--- src/bus_pkg.sv ---
package bus_pkg;

  // Data word
  localparam int XLEN = 32;

  // APB address
  localparam int ADDR_W = 32;

  // One strobe per byte lane
  localparam int STRB_W = XLEN / 8;

  // Cycle limit for a single APB transfer
  localparam int APB_TIMEOUT = 64;

endpackage

--- src/exu_pkg.sv ---
package exu_pkg;

  // Which unit executes the instruction
  typedef enum logic [1:0] {
    UNIT_ALU    = 2'd0,
    UNIT_MULDIV = 2'd1,
    UNIT_LOAD   = 2'd2,
    UNIT_STORE  = 2'd3
  } unit_t;

  // ALU funct3; the alt flag turns add into sub and srl into sra
  typedef enum logic [2:0] {
    ALU_ADD  = 3'd0,
    ALU_SLL  = 3'd1,
    ALU_SLT  = 3'd2,
    ALU_SLTU = 3'd3,
    ALU_XOR  = 3'd4,
    ALU_SRL  = 3'd5,
    ALU_OR   = 3'd6,
    ALU_AND  = 3'd7
  } alu_fn_t;

  // M extension funct3, bit 2 picks the divider
  typedef enum logic [2:0] {
    MD_MUL    = 3'd0,
    MD_MULH   = 3'd1,
    MD_MULHSU = 3'd2,
    MD_MULHU  = 3'd3,
    MD_DIV    = 3'd4,
    MD_DIVU   = 3'd5,
    MD_REM    = 3'd6,
    MD_REMU   = 3'd7
  } md_fn_t;

  // Load/store access size, funct3 bits 1:0
  typedef enum logic [1:0] {
    LS_BYTE = 2'd0,
    LS_HALF = 2'd1,
    LS_WORD = 2'd2
  } ls_size_t;

  // Unsigned load flag sits in funct3 bit 2
  localparam int LS_UNSIGNED_BIT = 2;

endpackage

--- src/exu_if.sv ---
`timescale 1ns/1ps

// Operands and function for the combinational ALU
interface alu_if;
  logic [bus_pkg::XLEN-1:0] a;
  logic [bus_pkg::XLEN-1:0] b;
  exu_pkg::alu_fn_t         fn;
  logic                     alt;
  logic [bus_pkg::XLEN-1:0] result;

  modport ctrl (output a, b, fn, alt, input result);
  modport unit (input a, b, fn, alt, output result);
endinterface

// Request/result link to one sequential unit
interface fu_if;
  logic                     req_valid;
  logic                     req_ready;
  logic [bus_pkg::XLEN-1:0] a;
  logic [bus_pkg::XLEN-1:0] b;
  logic [bus_pkg::XLEN-1:0] c;
  logic [2:0]               fn;
  logic                     res_valid;
  logic                     res_ready;
  logic [bus_pkg::XLEN-1:0] result;

  modport ctrl (
    output req_valid, a, b, c, fn, res_ready,
    input  req_ready, res_valid, result
  );
  modport unit (
    input  req_valid, a, b, c, fn, res_ready,
    output req_ready, res_valid, result
  );
endinterface

--- src/exu_alu.sv ---
`timescale 1ns/1ps

module exu_alu (
  alu_if.unit alu
);

  logic [4:0]               shamt;
  logic [bus_pkg::XLEN-1:0] sum;
  logic [bus_pkg::XLEN-1:0] shr;

  assign shamt = alu.b[4:0];

  // alt turns the adder into a subtractor
  assign sum = alu.alt ? alu.a - alu.b : alu.a + alu.b;

  // Arithmetic or logical right shift
  assign shr = alu.alt ? bus_pkg::XLEN'($signed(alu.a) >>> shamt) : alu.a >> shamt;

  always_comb begin
    case (alu.fn)
      exu_pkg::ALU_ADD:  alu.result = sum;
      exu_pkg::ALU_SLL:  alu.result = alu.a << shamt;
      exu_pkg::ALU_SLT: begin
        alu.result = {{(bus_pkg::XLEN-1){1'b0}}, $signed(alu.a) < $signed(alu.b)};
      end
      exu_pkg::ALU_SLTU: begin
        alu.result = {{(bus_pkg::XLEN-1){1'b0}}, alu.a < alu.b};
      end
      exu_pkg::ALU_XOR:  alu.result = alu.a ^ alu.b;
      exu_pkg::ALU_SRL:  alu.result = shr;
      exu_pkg::ALU_OR:   alu.result = alu.a | alu.b;
      exu_pkg::ALU_AND:  alu.result = alu.a & alu.b;
      default:           alu.result = sum;
    endcase
  end

endmodule

--- src/exu_mul.sv ---
`timescale 1ns/1ps

module exu_mul (
  input logic clock,
  input logic reset,
  input logic flush,
  fu_if.unit  fu
);

  typedef enum logic [1:0] {IDLE, BUSY, DONE} state_t;

  state_t      state;
  logic [4:0]  count;
  logic [31:0] mcand;
  logic [63:0] prod;
  logic        neg;
  logic        high;
  logic        a_signed;
  logic        b_signed;
  logic [32:0] acc;
  logic [63:0] prod_fix;

  // mulh: both signed, mulhsu: only a, mulhu and mul: neither
  assign a_signed = (fu.fn == exu_pkg::MD_MULH) || (fu.fn == exu_pkg::MD_MULHSU);
  assign b_signed = (fu.fn == exu_pkg::MD_MULH);

  // One shift-add step on the upper half
  assign acc = {1'b0, prod[63:32]} + (prod[0] ? {1'b0, mcand} : 33'd0);

  assign prod_fix  = neg ? -prod : prod;
  assign fu.result = high ? prod_fix[63:32] : prod_fix[31:0];

  assign fu.req_ready = (state == IDLE);
  assign fu.res_valid = (state == DONE);

  always_ff @(posedge clock) begin
    if (reset || flush) begin
      state <= IDLE;
    end else begin
      case (state)
        IDLE: if (fu.req_valid) state <= BUSY;
        BUSY: if (count == 5'd31) state <= DONE;
        DONE: if (fu.res_ready) state <= IDLE;
        default: state <= IDLE;
      endcase
    end
  end

  always_ff @(posedge clock) begin
    if (state == IDLE && fu.req_valid) begin
      mcand <= (a_signed && fu.a[31]) ? -fu.a : fu.a;
      prod  <= {32'd0, (b_signed && fu.b[31]) ? -fu.b : fu.b};
      neg   <= (a_signed && fu.a[31]) ^ (b_signed && fu.b[31]);
      high  <= (fu.fn != exu_pkg::MD_MUL);
      count <= 5'd0;
    end else if (state == BUSY) begin
      prod  <= {acc, prod[31:1]};
      count <= count + 5'd1;
    end
  end

endmodule

--- src/exu_div.sv ---
`timescale 1ns/1ps

module exu_div (
  input logic clock,
  input logic reset,
  input logic flush,
  fu_if.unit  fu
);

  typedef enum logic [1:0] {IDLE, BUSY, FIX, DONE} state_t;

  state_t      state;
  logic [4:0]  count;
  logic [31:0] divisor;
  logic [31:0] rem;
  logic [31:0] quo;
  logic        neg_q;
  logic        neg_r;
  logic        sel_rem;
  logic [31:0] result_q;
  logic        is_signed;
  logic        div_zero;
  logic [32:0] shifted;
  logic [33:0] diff;

  // div and rem are signed, divu and remu are not
  assign is_signed = ~fu.fn[0];
  assign div_zero  = (fu.b == 32'd0);

  // Restoring step: shift in the next dividend bit and try to subtract
  assign shifted = {rem, quo[31]};
  assign diff    = {1'b0, shifted} - {2'b00, divisor};

  assign fu.req_ready = (state == IDLE);
  assign fu.res_valid = (state == DONE);
  assign fu.result    = result_q;

  always_ff @(posedge clock) begin
    if (reset || flush) begin
      state <= IDLE;
    end else begin
      case (state)
        IDLE: if (fu.req_valid) state <= div_zero ? DONE : BUSY;
        BUSY: if (count == 5'd31) state <= FIX;
        FIX:  state <= DONE;
        DONE: if (fu.res_ready) state <= IDLE;
        default: state <= IDLE;
      endcase
    end
  end

  always_ff @(posedge clock) begin
    if (state == IDLE && fu.req_valid) begin
      // Divide by zero answers at once: all ones, or the dividend for rem
      result_q <= fu.fn[1] ? fu.a : 32'hffff_ffff;
      quo      <= (is_signed && fu.a[31]) ? -fu.a : fu.a;
      divisor  <= (is_signed && fu.b[31]) ? -fu.b : fu.b;
      rem      <= 32'd0;
      neg_q    <= is_signed && (fu.a[31] ^ fu.b[31]);
      neg_r    <= is_signed && fu.a[31];
      sel_rem  <= fu.fn[1];
      count    <= 5'd0;
    end else if (state == BUSY) begin
      if (diff[33]) begin
        rem <= shifted[31:0];
        quo <= {quo[30:0], 1'b0};
      end else begin
        rem <= diff[31:0];
        quo <= {quo[30:0], 1'b1};
      end
      count <= count + 5'd1;
    end else if (state == FIX) begin
      // Most negative by minus one wraps back to itself with rem zero
      result_q <= sel_rem ? (neg_r ? -rem : rem) : (neg_q ? -quo : quo);
    end
  end

endmodule

--- src/exu_lsu.sv ---
`timescale 1ns/1ps

module exu_lsu (
  input  logic                        clock,
  input  logic                        reset,
  fu_if.unit                          fu,
  output logic                        psel,
  output logic                        penable,
  output logic                        pwrite,
  output logic [bus_pkg::ADDR_W-1:0]  paddr,
  output logic [bus_pkg::XLEN-1:0]    pwdata,
  output logic [bus_pkg::STRB_W-1:0]  pstrb,
  input  logic [31:0]                 prdata,
  input  logic                        pready,
  input  logic                        pslverr
);

  typedef enum logic [1:0] {IDLE, SETUP, ACCESS} state_t;

  state_t                   state;
  logic                     res_valid_q;
  logic [bus_pkg::XLEN-1:0] result_q;
  exu_pkg::ls_size_t        size;
  exu_pkg::ls_size_t        size_q;
  logic                     uns_q;
  logic [1:0]               offset_q;
  logic                     is_store;
  logic [bus_pkg::XLEN-1:0] lane;
  logic [bus_pkg::XLEN-1:0] load_val;

  assign size     = exu_pkg::ls_size_t'(fu.fn[1:0]);
  assign is_store = (fu.b[1:0] == exu_pkg::UNIT_STORE);

  assign fu.req_ready = (state == IDLE) && !res_valid_q;
  assign fu.res_valid = res_valid_q;
  assign fu.result    = result_q;

  assign psel    = (state != IDLE);
  assign penable = (state == ACCESS);

  // Move the addressed lane down, then extend
  assign lane = prdata >> {offset_q, 3'b000};
  always_comb begin
    case (size_q)
      exu_pkg::LS_BYTE: load_val = {{24{~uns_q & lane[7]}}, lane[7:0]};
      exu_pkg::LS_HALF: load_val = {{16{~uns_q & lane[15]}}, lane[15:0]};
      default:          load_val = lane;
    endcase
  end

  always_ff @(posedge clock) begin
    if (reset) begin
      state       <= IDLE;
      res_valid_q <= 1'b0;
    end else begin
      case (state)
        IDLE:   if (fu.req_valid && fu.req_ready) state <= SETUP;
        SETUP:  state <= ACCESS;
        ACCESS: if (pready) state <= IDLE;
        default: state <= IDLE;
      endcase
      if (state == ACCESS && pready) begin
        res_valid_q <= 1'b1;
      end else if (fu.res_ready) begin
        res_valid_q <= 1'b0;
      end
    end
  end

  // Slave errors are not reported back to the core
  always_ff @(posedge clock) begin
    if (state == IDLE && fu.req_valid && fu.req_ready) begin
      paddr    <= {fu.a[bus_pkg::ADDR_W-1:2], 2'b00};
      pwrite   <= is_store;
      size_q   <= size;
      uns_q    <= fu.fn[exu_pkg::LS_UNSIGNED_BIT];
      offset_q <= fu.a[1:0];
      case (size)
        exu_pkg::LS_BYTE: begin
          pwdata <= {4{fu.c[7:0]}};
          pstrb  <= 4'b0001 << fu.a[1:0];
        end
        exu_pkg::LS_HALF: begin
          pwdata <= {2{fu.c[15:0]}};
          pstrb  <= 4'b0011 << {fu.a[1], 1'b0};
        end
        default: begin
          pwdata <= fu.c;
          pstrb  <= 4'b1111;
        end
      endcase
      // Reads carry no strobes
      if (!is_store) pstrb <= 4'b0000;
    end
    if (state == ACCESS && pready) result_q <= load_val;
  end

endmodule

--- src/exu_ctrl.sv ---
`timescale 1ns/1ps

module exu_ctrl (
  input  logic                     clock,
  input  logic                     reset,
  input  logic                     flush,
  input  logic                     in_valid,
  input  logic [bus_pkg::XLEN-1:0] in_pc,
  input  logic [1:0]               in_unit,
  input  logic [2:0]               in_fn,
  input  logic                     in_alt,
  input  logic [bus_pkg::XLEN-1:0] in_a,
  input  logic [bus_pkg::XLEN-1:0] in_b,
  input  logic [bus_pkg::XLEN-1:0] in_c,
  input  logic [4:0]               in_rd,
  input  logic                     out_ready,
  output logic                     in_ready,
  output logic                     out_valid,
  output logic [bus_pkg::XLEN-1:0] out_pc,
  output logic [4:0]               out_rd,
  output logic [bus_pkg::XLEN-1:0] out_wdata,
  alu_if.ctrl                      alu,
  fu_if.ctrl                       mul,
  fu_if.ctrl                       div,
  fu_if.ctrl                       lsu
);

  logic                     valid_q;
  logic                     dispatched_q;
  logic                     drain_q;
  logic [bus_pkg::XLEN-1:0] pc_q;
  logic [bus_pkg::XLEN-1:0] a_q;
  logic [bus_pkg::XLEN-1:0] b_q;
  logic [bus_pkg::XLEN-1:0] c_q;
  exu_pkg::unit_t           unit_q;
  logic [2:0]               fn_q;
  logic                     alt_q;
  logic [4:0]               rd_q;
  logic sel_alu, sel_mul, sel_div, sel_lsu;
  logic unit_done, issue, leave, sent, lsu_busy, pending;

  assign sel_alu = (unit_q == exu_pkg::UNIT_ALU);
  assign sel_mul = (unit_q == exu_pkg::UNIT_MULDIV) && !fn_q[2];
  assign sel_div = (unit_q == exu_pkg::UNIT_MULDIV) && fn_q[2];
  assign sel_lsu = (unit_q == exu_pkg::UNIT_LOAD) || (unit_q == exu_pkg::UNIT_STORE);

  // Memory ops reuse the ALU adder for the address
  assign alu.a   = a_q;
  assign alu.b   = b_q;
  assign alu.fn  = sel_lsu ? exu_pkg::ALU_ADD : exu_pkg::alu_fn_t'(fn_q);
  assign alu.alt = alt_q && !sel_lsu;

  // One request per instruction, never in a flush cycle
  assign pending       = valid_q && !dispatched_q && !flush;
  assign mul.req_valid = pending && sel_mul;
  assign div.req_valid = pending && sel_div;
  assign lsu.req_valid = pending && sel_lsu;
  assign sent = (mul.req_valid && mul.req_ready) || (div.req_valid && div.req_ready) ||
                (lsu.req_valid && lsu.req_ready);

  assign mul.a = a_q;
  assign mul.b = b_q;
  assign mul.c = c_q;
  assign mul.fn = fn_q;
  assign div.a = a_q;
  assign div.b = b_q;
  assign div.c = c_q;
  assign div.fn = fn_q;
  assign lsu.a = alu.result;
  assign lsu.b = {{(bus_pkg::XLEN-2){1'b0}}, unit_q};
  assign lsu.c = c_q;
  assign lsu.fn = fn_q;

  // A drained LSU result after flush is taken here and dropped
  assign mul.res_ready = valid_q && sel_mul && out_ready && !flush;
  assign div.res_ready = valid_q && sel_div && out_ready && !flush;
  assign lsu.res_ready = drain_q || (valid_q && sel_lsu && out_ready && !flush);

  always_comb begin
    unit_done = sel_alu;
    out_wdata = alu.result;
    if (sel_mul) begin
      unit_done = mul.res_valid;
      out_wdata = mul.result;
    end else if (sel_div) begin
      unit_done = div.res_valid;
      out_wdata = div.result;
    end else if (sel_lsu) begin
      unit_done = lsu.res_valid;
      out_wdata = lsu.result;
    end
  end

  assign out_valid = valid_q && unit_done && !flush;
  assign out_pc    = pc_q;
  assign out_rd    = rd_q;
  assign leave     = out_valid && out_ready;
  assign in_ready  = (!valid_q || leave) && !drain_q && !flush;
  assign issue     = in_valid && in_ready;
  assign lsu_busy  = !lsu.req_ready && !(lsu.res_valid && lsu.res_ready);

  always_ff @(posedge clock) begin
    if (reset) begin
      valid_q      <= 1'b0;
      dispatched_q <= 1'b0;
      drain_q      <= 1'b0;
    end else begin
      if (flush) valid_q <= 1'b0;
      else if (issue) valid_q <= 1'b1;
      else if (leave) valid_q <= 1'b0;
      if (flush || issue) dispatched_q <= 1'b0;
      else if (sent) dispatched_q <= 1'b1;
      // Wait for a started APB transfer to finish
      if (flush && lsu_busy) drain_q <= 1'b1;
      else if (lsu.res_valid && lsu.res_ready) drain_q <= 1'b0;
    end
  end

  always_ff @(posedge clock) begin
    if (issue) begin
      pc_q   <= in_pc;
      unit_q <= exu_pkg::unit_t'(in_unit);
      fn_q   <= in_fn;
      alt_q  <= in_alt;
      a_q    <= in_a;
      b_q    <= in_b;
      c_q    <= in_c;
      rd_q   <= in_rd;
    end
  end

endmodule

--- src/exu_top.sv ---
`timescale 1ns/1ps

module exu_top (
  input  logic                        clock,
  input  logic                        reset,
  input  logic                        flush,
  // Issue side
  input  logic                        in_valid,
  output logic                        in_ready,
  input  logic [bus_pkg::XLEN-1:0]    in_pc,
  input  logic [1:0]                  in_unit,
  input  logic [2:0]                  in_fn,
  input  logic                        in_alt,
  input  logic [bus_pkg::XLEN-1:0]    in_a,
  input  logic [bus_pkg::XLEN-1:0]    in_b,
  input  logic [bus_pkg::XLEN-1:0]    in_c,
  input  logic [4:0]                  in_rd,
  // Writeback side
  output logic                        out_valid,
  input  logic                        out_ready,
  output logic [bus_pkg::XLEN-1:0]    out_pc,
  output logic [4:0]                  out_rd,
  output logic [bus_pkg::XLEN-1:0]    out_wdata,
  // APB master
  output logic                        psel,
  output logic                        penable,
  output logic                        pwrite,
  output logic [bus_pkg::ADDR_W-1:0]  paddr,
  output logic [bus_pkg::XLEN-1:0]    pwdata,
  output logic [bus_pkg::STRB_W-1:0]  pstrb,
  input  logic [bus_pkg::XLEN-1:0]    prdata,
  input  logic                        pready,
  input  logic                        pslverr
);

  alu_if alu_bus ();
  fu_if  mul_bus ();
  fu_if  div_bus ();
  fu_if  lsu_bus ();

  exu_ctrl ctrl_i (
    .clock(clock), .reset(reset), .flush(flush),
    .in_valid(in_valid), .in_pc(in_pc), .in_unit(in_unit), .in_fn(in_fn),
    .in_alt(in_alt), .in_a(in_a), .in_b(in_b), .in_c(in_c), .in_rd(in_rd),
    .out_ready(out_ready), .in_ready(in_ready), .out_valid(out_valid),
    .out_pc(out_pc), .out_rd(out_rd), .out_wdata(out_wdata),
    .alu(alu_bus.ctrl), .mul(mul_bus.ctrl), .div(div_bus.ctrl), .lsu(lsu_bus.ctrl)
  );

  exu_alu alu_i (.alu(alu_bus.unit));

  exu_mul mul_i (.clock(clock), .reset(reset), .flush(flush), .fu(mul_bus.unit));

  exu_div div_i (.clock(clock), .reset(reset), .flush(flush), .fu(div_bus.unit));

  exu_lsu lsu_i (
    .clock(clock), .reset(reset), .fu(lsu_bus.unit),
    .psel(psel), .penable(penable), .pwrite(pwrite), .paddr(paddr),
    .pwdata(pwdata), .pstrb(pstrb), .prdata(prdata), .pready(pready),
    .pslverr(pslverr)
  );

endmodule

--- config.mk ---
export PLATFORM = sky130hd
export DESIGN_NAME = exu_top
export DESIGN_NICKNAME = d
export VERILOG_FILES = /design/src/bus_pkg.sv /design/src/exu_pkg.sv /design/src/exu_if.sv /design/src/exu_alu.sv /design/src/exu_mul.sv /design/src/exu_div.sv /design/src/exu_lsu.sv /design/src/exu_ctrl.sv /design/src/exu_top.sv
export SDC_FILE = /design/constraint.sdc
export NUM_CORES = 2
export LEC_CHECK = 0
export ABC_AREA = 1
export BUFFER_PORTS_ARGS = -buffer_cell sky130_fd_sc_hd__buf_2
export CAP_MARGIN = 20
export CORE_MARGIN = 2
export CORE_UTILIZATION = 45
export CTS_BUF_LIST = sky130_fd_sc_hd__clkbuf_8
export CTS_CLUSTER_DIAMETER = 100
export DETAILED_ROUTE_END_ITERATION = 8
export PLACE_DENSITY_LB_ADDON = 0.08
export SETUP_SLACK_MARGIN = 0.05
export SYNTH_ARGS = -nofsm -noshare
export SYNTH_HDL_FRONTEND = slang
export SYNTH_HIERARCHICAL = 1
export SYNTH_SLANG_ARGS = --single-unit
--- constraint.sdc ---
create_clock -name clock -period 11 [get_ports clock]
set_input_delay 0.55 -clock clock [delete_from_list [all_inputs] [get_ports clock]]
set_output_delay 0.55 -clock clock [all_outputs]
set_load 0.05 [all_outputs]
==> flow_summary_export.csv <==
group,metric,value,unit
critical_path,r2r_cells,17,
place,dp_slack,5.38,ns
timing,period_minus_slack,6.62,ns
critical_path,cp.required,10.45,ns
global_routing,grt_overflow,0,
critical_path,arrival,6.07,ns
hold_path,hp-class,"in -> reg",
timing,setup_slack,4.38,ns
global_routing,grt_max_degree,77,
clocking,cts_tree,"built",
power_and_ir_drop,ir_drop,0.0861,mV
critical_path,critPathLaunch,"ctrl_i/alu.b[1]",
clocking,clkSlewWorstSetupHoldPaths,0.06,ns
timing,worstMarginPinSlew,0.996,ns
routing,vias,45751,
die,initial_core_util,0.453,
final_layout,drive_gt1_frac,0.0966,
outcome,status,"finished clean",
clocking,clock_sinks,492,
routing,drt-vias-per-instance,5.46,
critical_path,critPathLaunchType,"flip-flop",
global_routing,grt_pass1_wl,266,mm
place,place.gp.congestion,1.01,
critical_path,crit_fanout,71,
timing,skew,0.0529,ns
final_layout,fin_area,48800,um^2
die,die_area,101000,um^2
timing,hold_viol,0,
final_layout,nets,7366,
critical_path,worstReg2RegEnd,"lsu_i/pstrb[0]",
routing,wl,182,mm
routing,wl_per_cell,21.7,um
power_and_ir_drop,power_density,113,nW/um^2
routing,drc_errors,0,
routing,first_pass_iters,6,
die,die_x,318,um
synth,synthCells,6811,
global_routing,track_usage,0.350,
place,io_buffers,316,
synth,ys_warn_count,6,
critical_path,r2r_slack,6.87,ns
critical_path,endpoint_kind,"output port",
timing,holdWs,0.0740,ns
power_and_ir_drop,cellLeakagePower,24.0,nW
die,num_rows,115,
critical_path,crit_type,"reg -> out",
timing,rsz0062_at_grt,"no",
synth,syn_area_per_cell,6.51,um^2
die,coreArea,98000,um^2
clocking,cts-buffers-inserted,93,
final_layout,final_util,0.498,
clocking,htreeDepth,3,
timing,finalSetupViolCount,0,
timing,slew_viol_final,0,
hold_path,holdPathStages,1,
clocking,clock_path_buffers,3,
timing,tns,0,ns
timing,fin_crit_sh,0.602,
routing,drtAntennaViolNets,0,
flow_run,maxCapViolCount,0,
timing,slew_headroom,0.336,
synth,netlist_area,44300,um^2
critical_path,r2r_start,"ctrl_i/alu.b[1]",
place,dp_hpwl,140,mm
global_routing,first_global_vias,42212,
place,dpl_cell_area,45500,um^2
critical_path,cp-endpoint,"out_wdata[26]",
global_routing,grt_antenna_before_repair,9,
clocking,root_buffer,"clkbuf_8",
clocking,insertion_delay,0.79,ns
die,io-pin-count,320,
final_layout,synthToLayoutAreaGrowth,10.1,%
routing,initialDrtViolationCount,5226,
die,die_y,318,um
timing,fmax,0.151,GHz
==> metal layers <==
metal  vias up  global-route usage  share of wire
met5         -                   0              0
met4         0               0.172          0.053
met3       360              0.0613          0.092
met2      2093               0.531           0.43
met1     21082               0.481           0.43
li1      22216                   -              -
==> timing repair <==
| action | in CTS | in global routing |
|---|---|---|
| hold endpoints to repair | 138 | 0 |
| setup buffers | 0 | 0 |
| resized for setup | 0 | 0 |
| hold buffers | 138 | 0 |
==> registers in the layout (all words and copies together) (netlist names), 32 cells and up <==
| register | cells |
|---|---|
| ctrl_i/alu.a | 32 |
| ctrl_i/alu.b | 32 |
| ctrl_i/div.c | 32 |
| ctrl_i/out_pc | 32 |
| div_i/divisor | 32 |
| div_i/fu.result | 32 |
| div_i/quo | 32 |
| div_i/rem | 32 |
| lsu_i/fu.result | 32 |
| lsu_i/pwdata | 32 |
| mul_i/mcand | 32 |
| mul_i/prod | 64 |
==> metrics by stage <==
stage	total power [mW]	instances
4_1_cts	5.51	8372
2_1_floorplan	3.15	6812
3_3_place_gp	3.56	8058
6_report	5.51	8383
5_1_grt	5.76	8380
3_5_place_dp	3.56	8059
==> cell type report <==
| type | instances | area (um^2) |
|---|---|---|
| Fill cell | 10245 | 49200 |
| Multi-Input combinational cell | 4959 | 24200 |
| Sequential cell | 492 | 13900 |
| Timing Repair Buffer | 541 | 3650 |
| Inverter | 921 | 3470 |
| Tap cell | 1287 | 1610 |
| Clock buffer | 93 | 1280 |
| Clock inverter | 82 | 627 |
| Antenna cell | 8 | 20.0 |
==> cells in the final DEF (no fill, tap or decap), types with 12 or more instances in the layout <==
cell / instances
dlygate4sd3_1: 138
inv_2: 24
xnor2_1: 38
dfxtp_1: 84
nand2_2: 18
o21a_1: 12
nand4_1: 71
o22ai_1: 21
inv_1: 915
ha_1: 176
nor2_2: 18
clkinv_2: 20
o21ai_0: 325
buf_2: 316
buf_4: 84
clkbuf_8: 93
nand2_1: 2125
nor2_1: 707
and2_1: 15
xor2_1: 88
nor3_1: 73
a21oi_1: 229
edfxtp_1: 408
nand3b_1: 18
a31oi_1: 22
nand3_1: 682
o21ai_2: 32
o211ai_1: 51
o21bai_1: 28
clkinv_1: 25
o21ai_1: 87
==> power by group <==
group	leakage (nW)	switching, mW	internal [mW]
combinational	18.5	0.975	0.424
sequential	4.42	0.114	2.10
clock	1.07	0.900	0.998
==> critical path: stages, from the launching register on <==
cell and delay [ns]:
edfxtp_1 0.32, buf_4 0.60, inv_4 0.46, fa_1 0.52, inv_1 0.08, nand3_1 0.07, nand2_1 0.20, nand2_1 0.07
nand2_1 0.14, nand2_1 0.08, nand3_1 0.23, nand2_1 0.09, nand2_1 0.09, nand2_1 0.06, nand2_1 0.06, nand3_1 0.08
nand2_1 0.15, nor2_1 0.06, o21ai_0 0.63, o21ai_0 0.54, o21ai_0 0.37, buf_2 0.32
==> how the worst min path moves through the flow <==
| stage | from | to | slack [ns] |
|---|---|---|---|
| after floorplan | mul_i/count[3] | mul_i/count[3] | 0.45 |
| after global placement | ctrl_i/div.c[3] | lsu_i/pwdata[3] | 0.46 |
| after detailed placement | ctrl_i/div.c[3] | lsu_i/pwdata[3] | 0.46 |
| after CTS | in_a[25] | ctrl_i/alu.a[25] | 0.01 |
| after global routing | in_a[25] | ctrl_i/alu.a[25] | 0.04 |
| final | in_a[25] | ctrl_i/alu.a[25] | 0.07 |
Power figures use the tool's default switching activity.
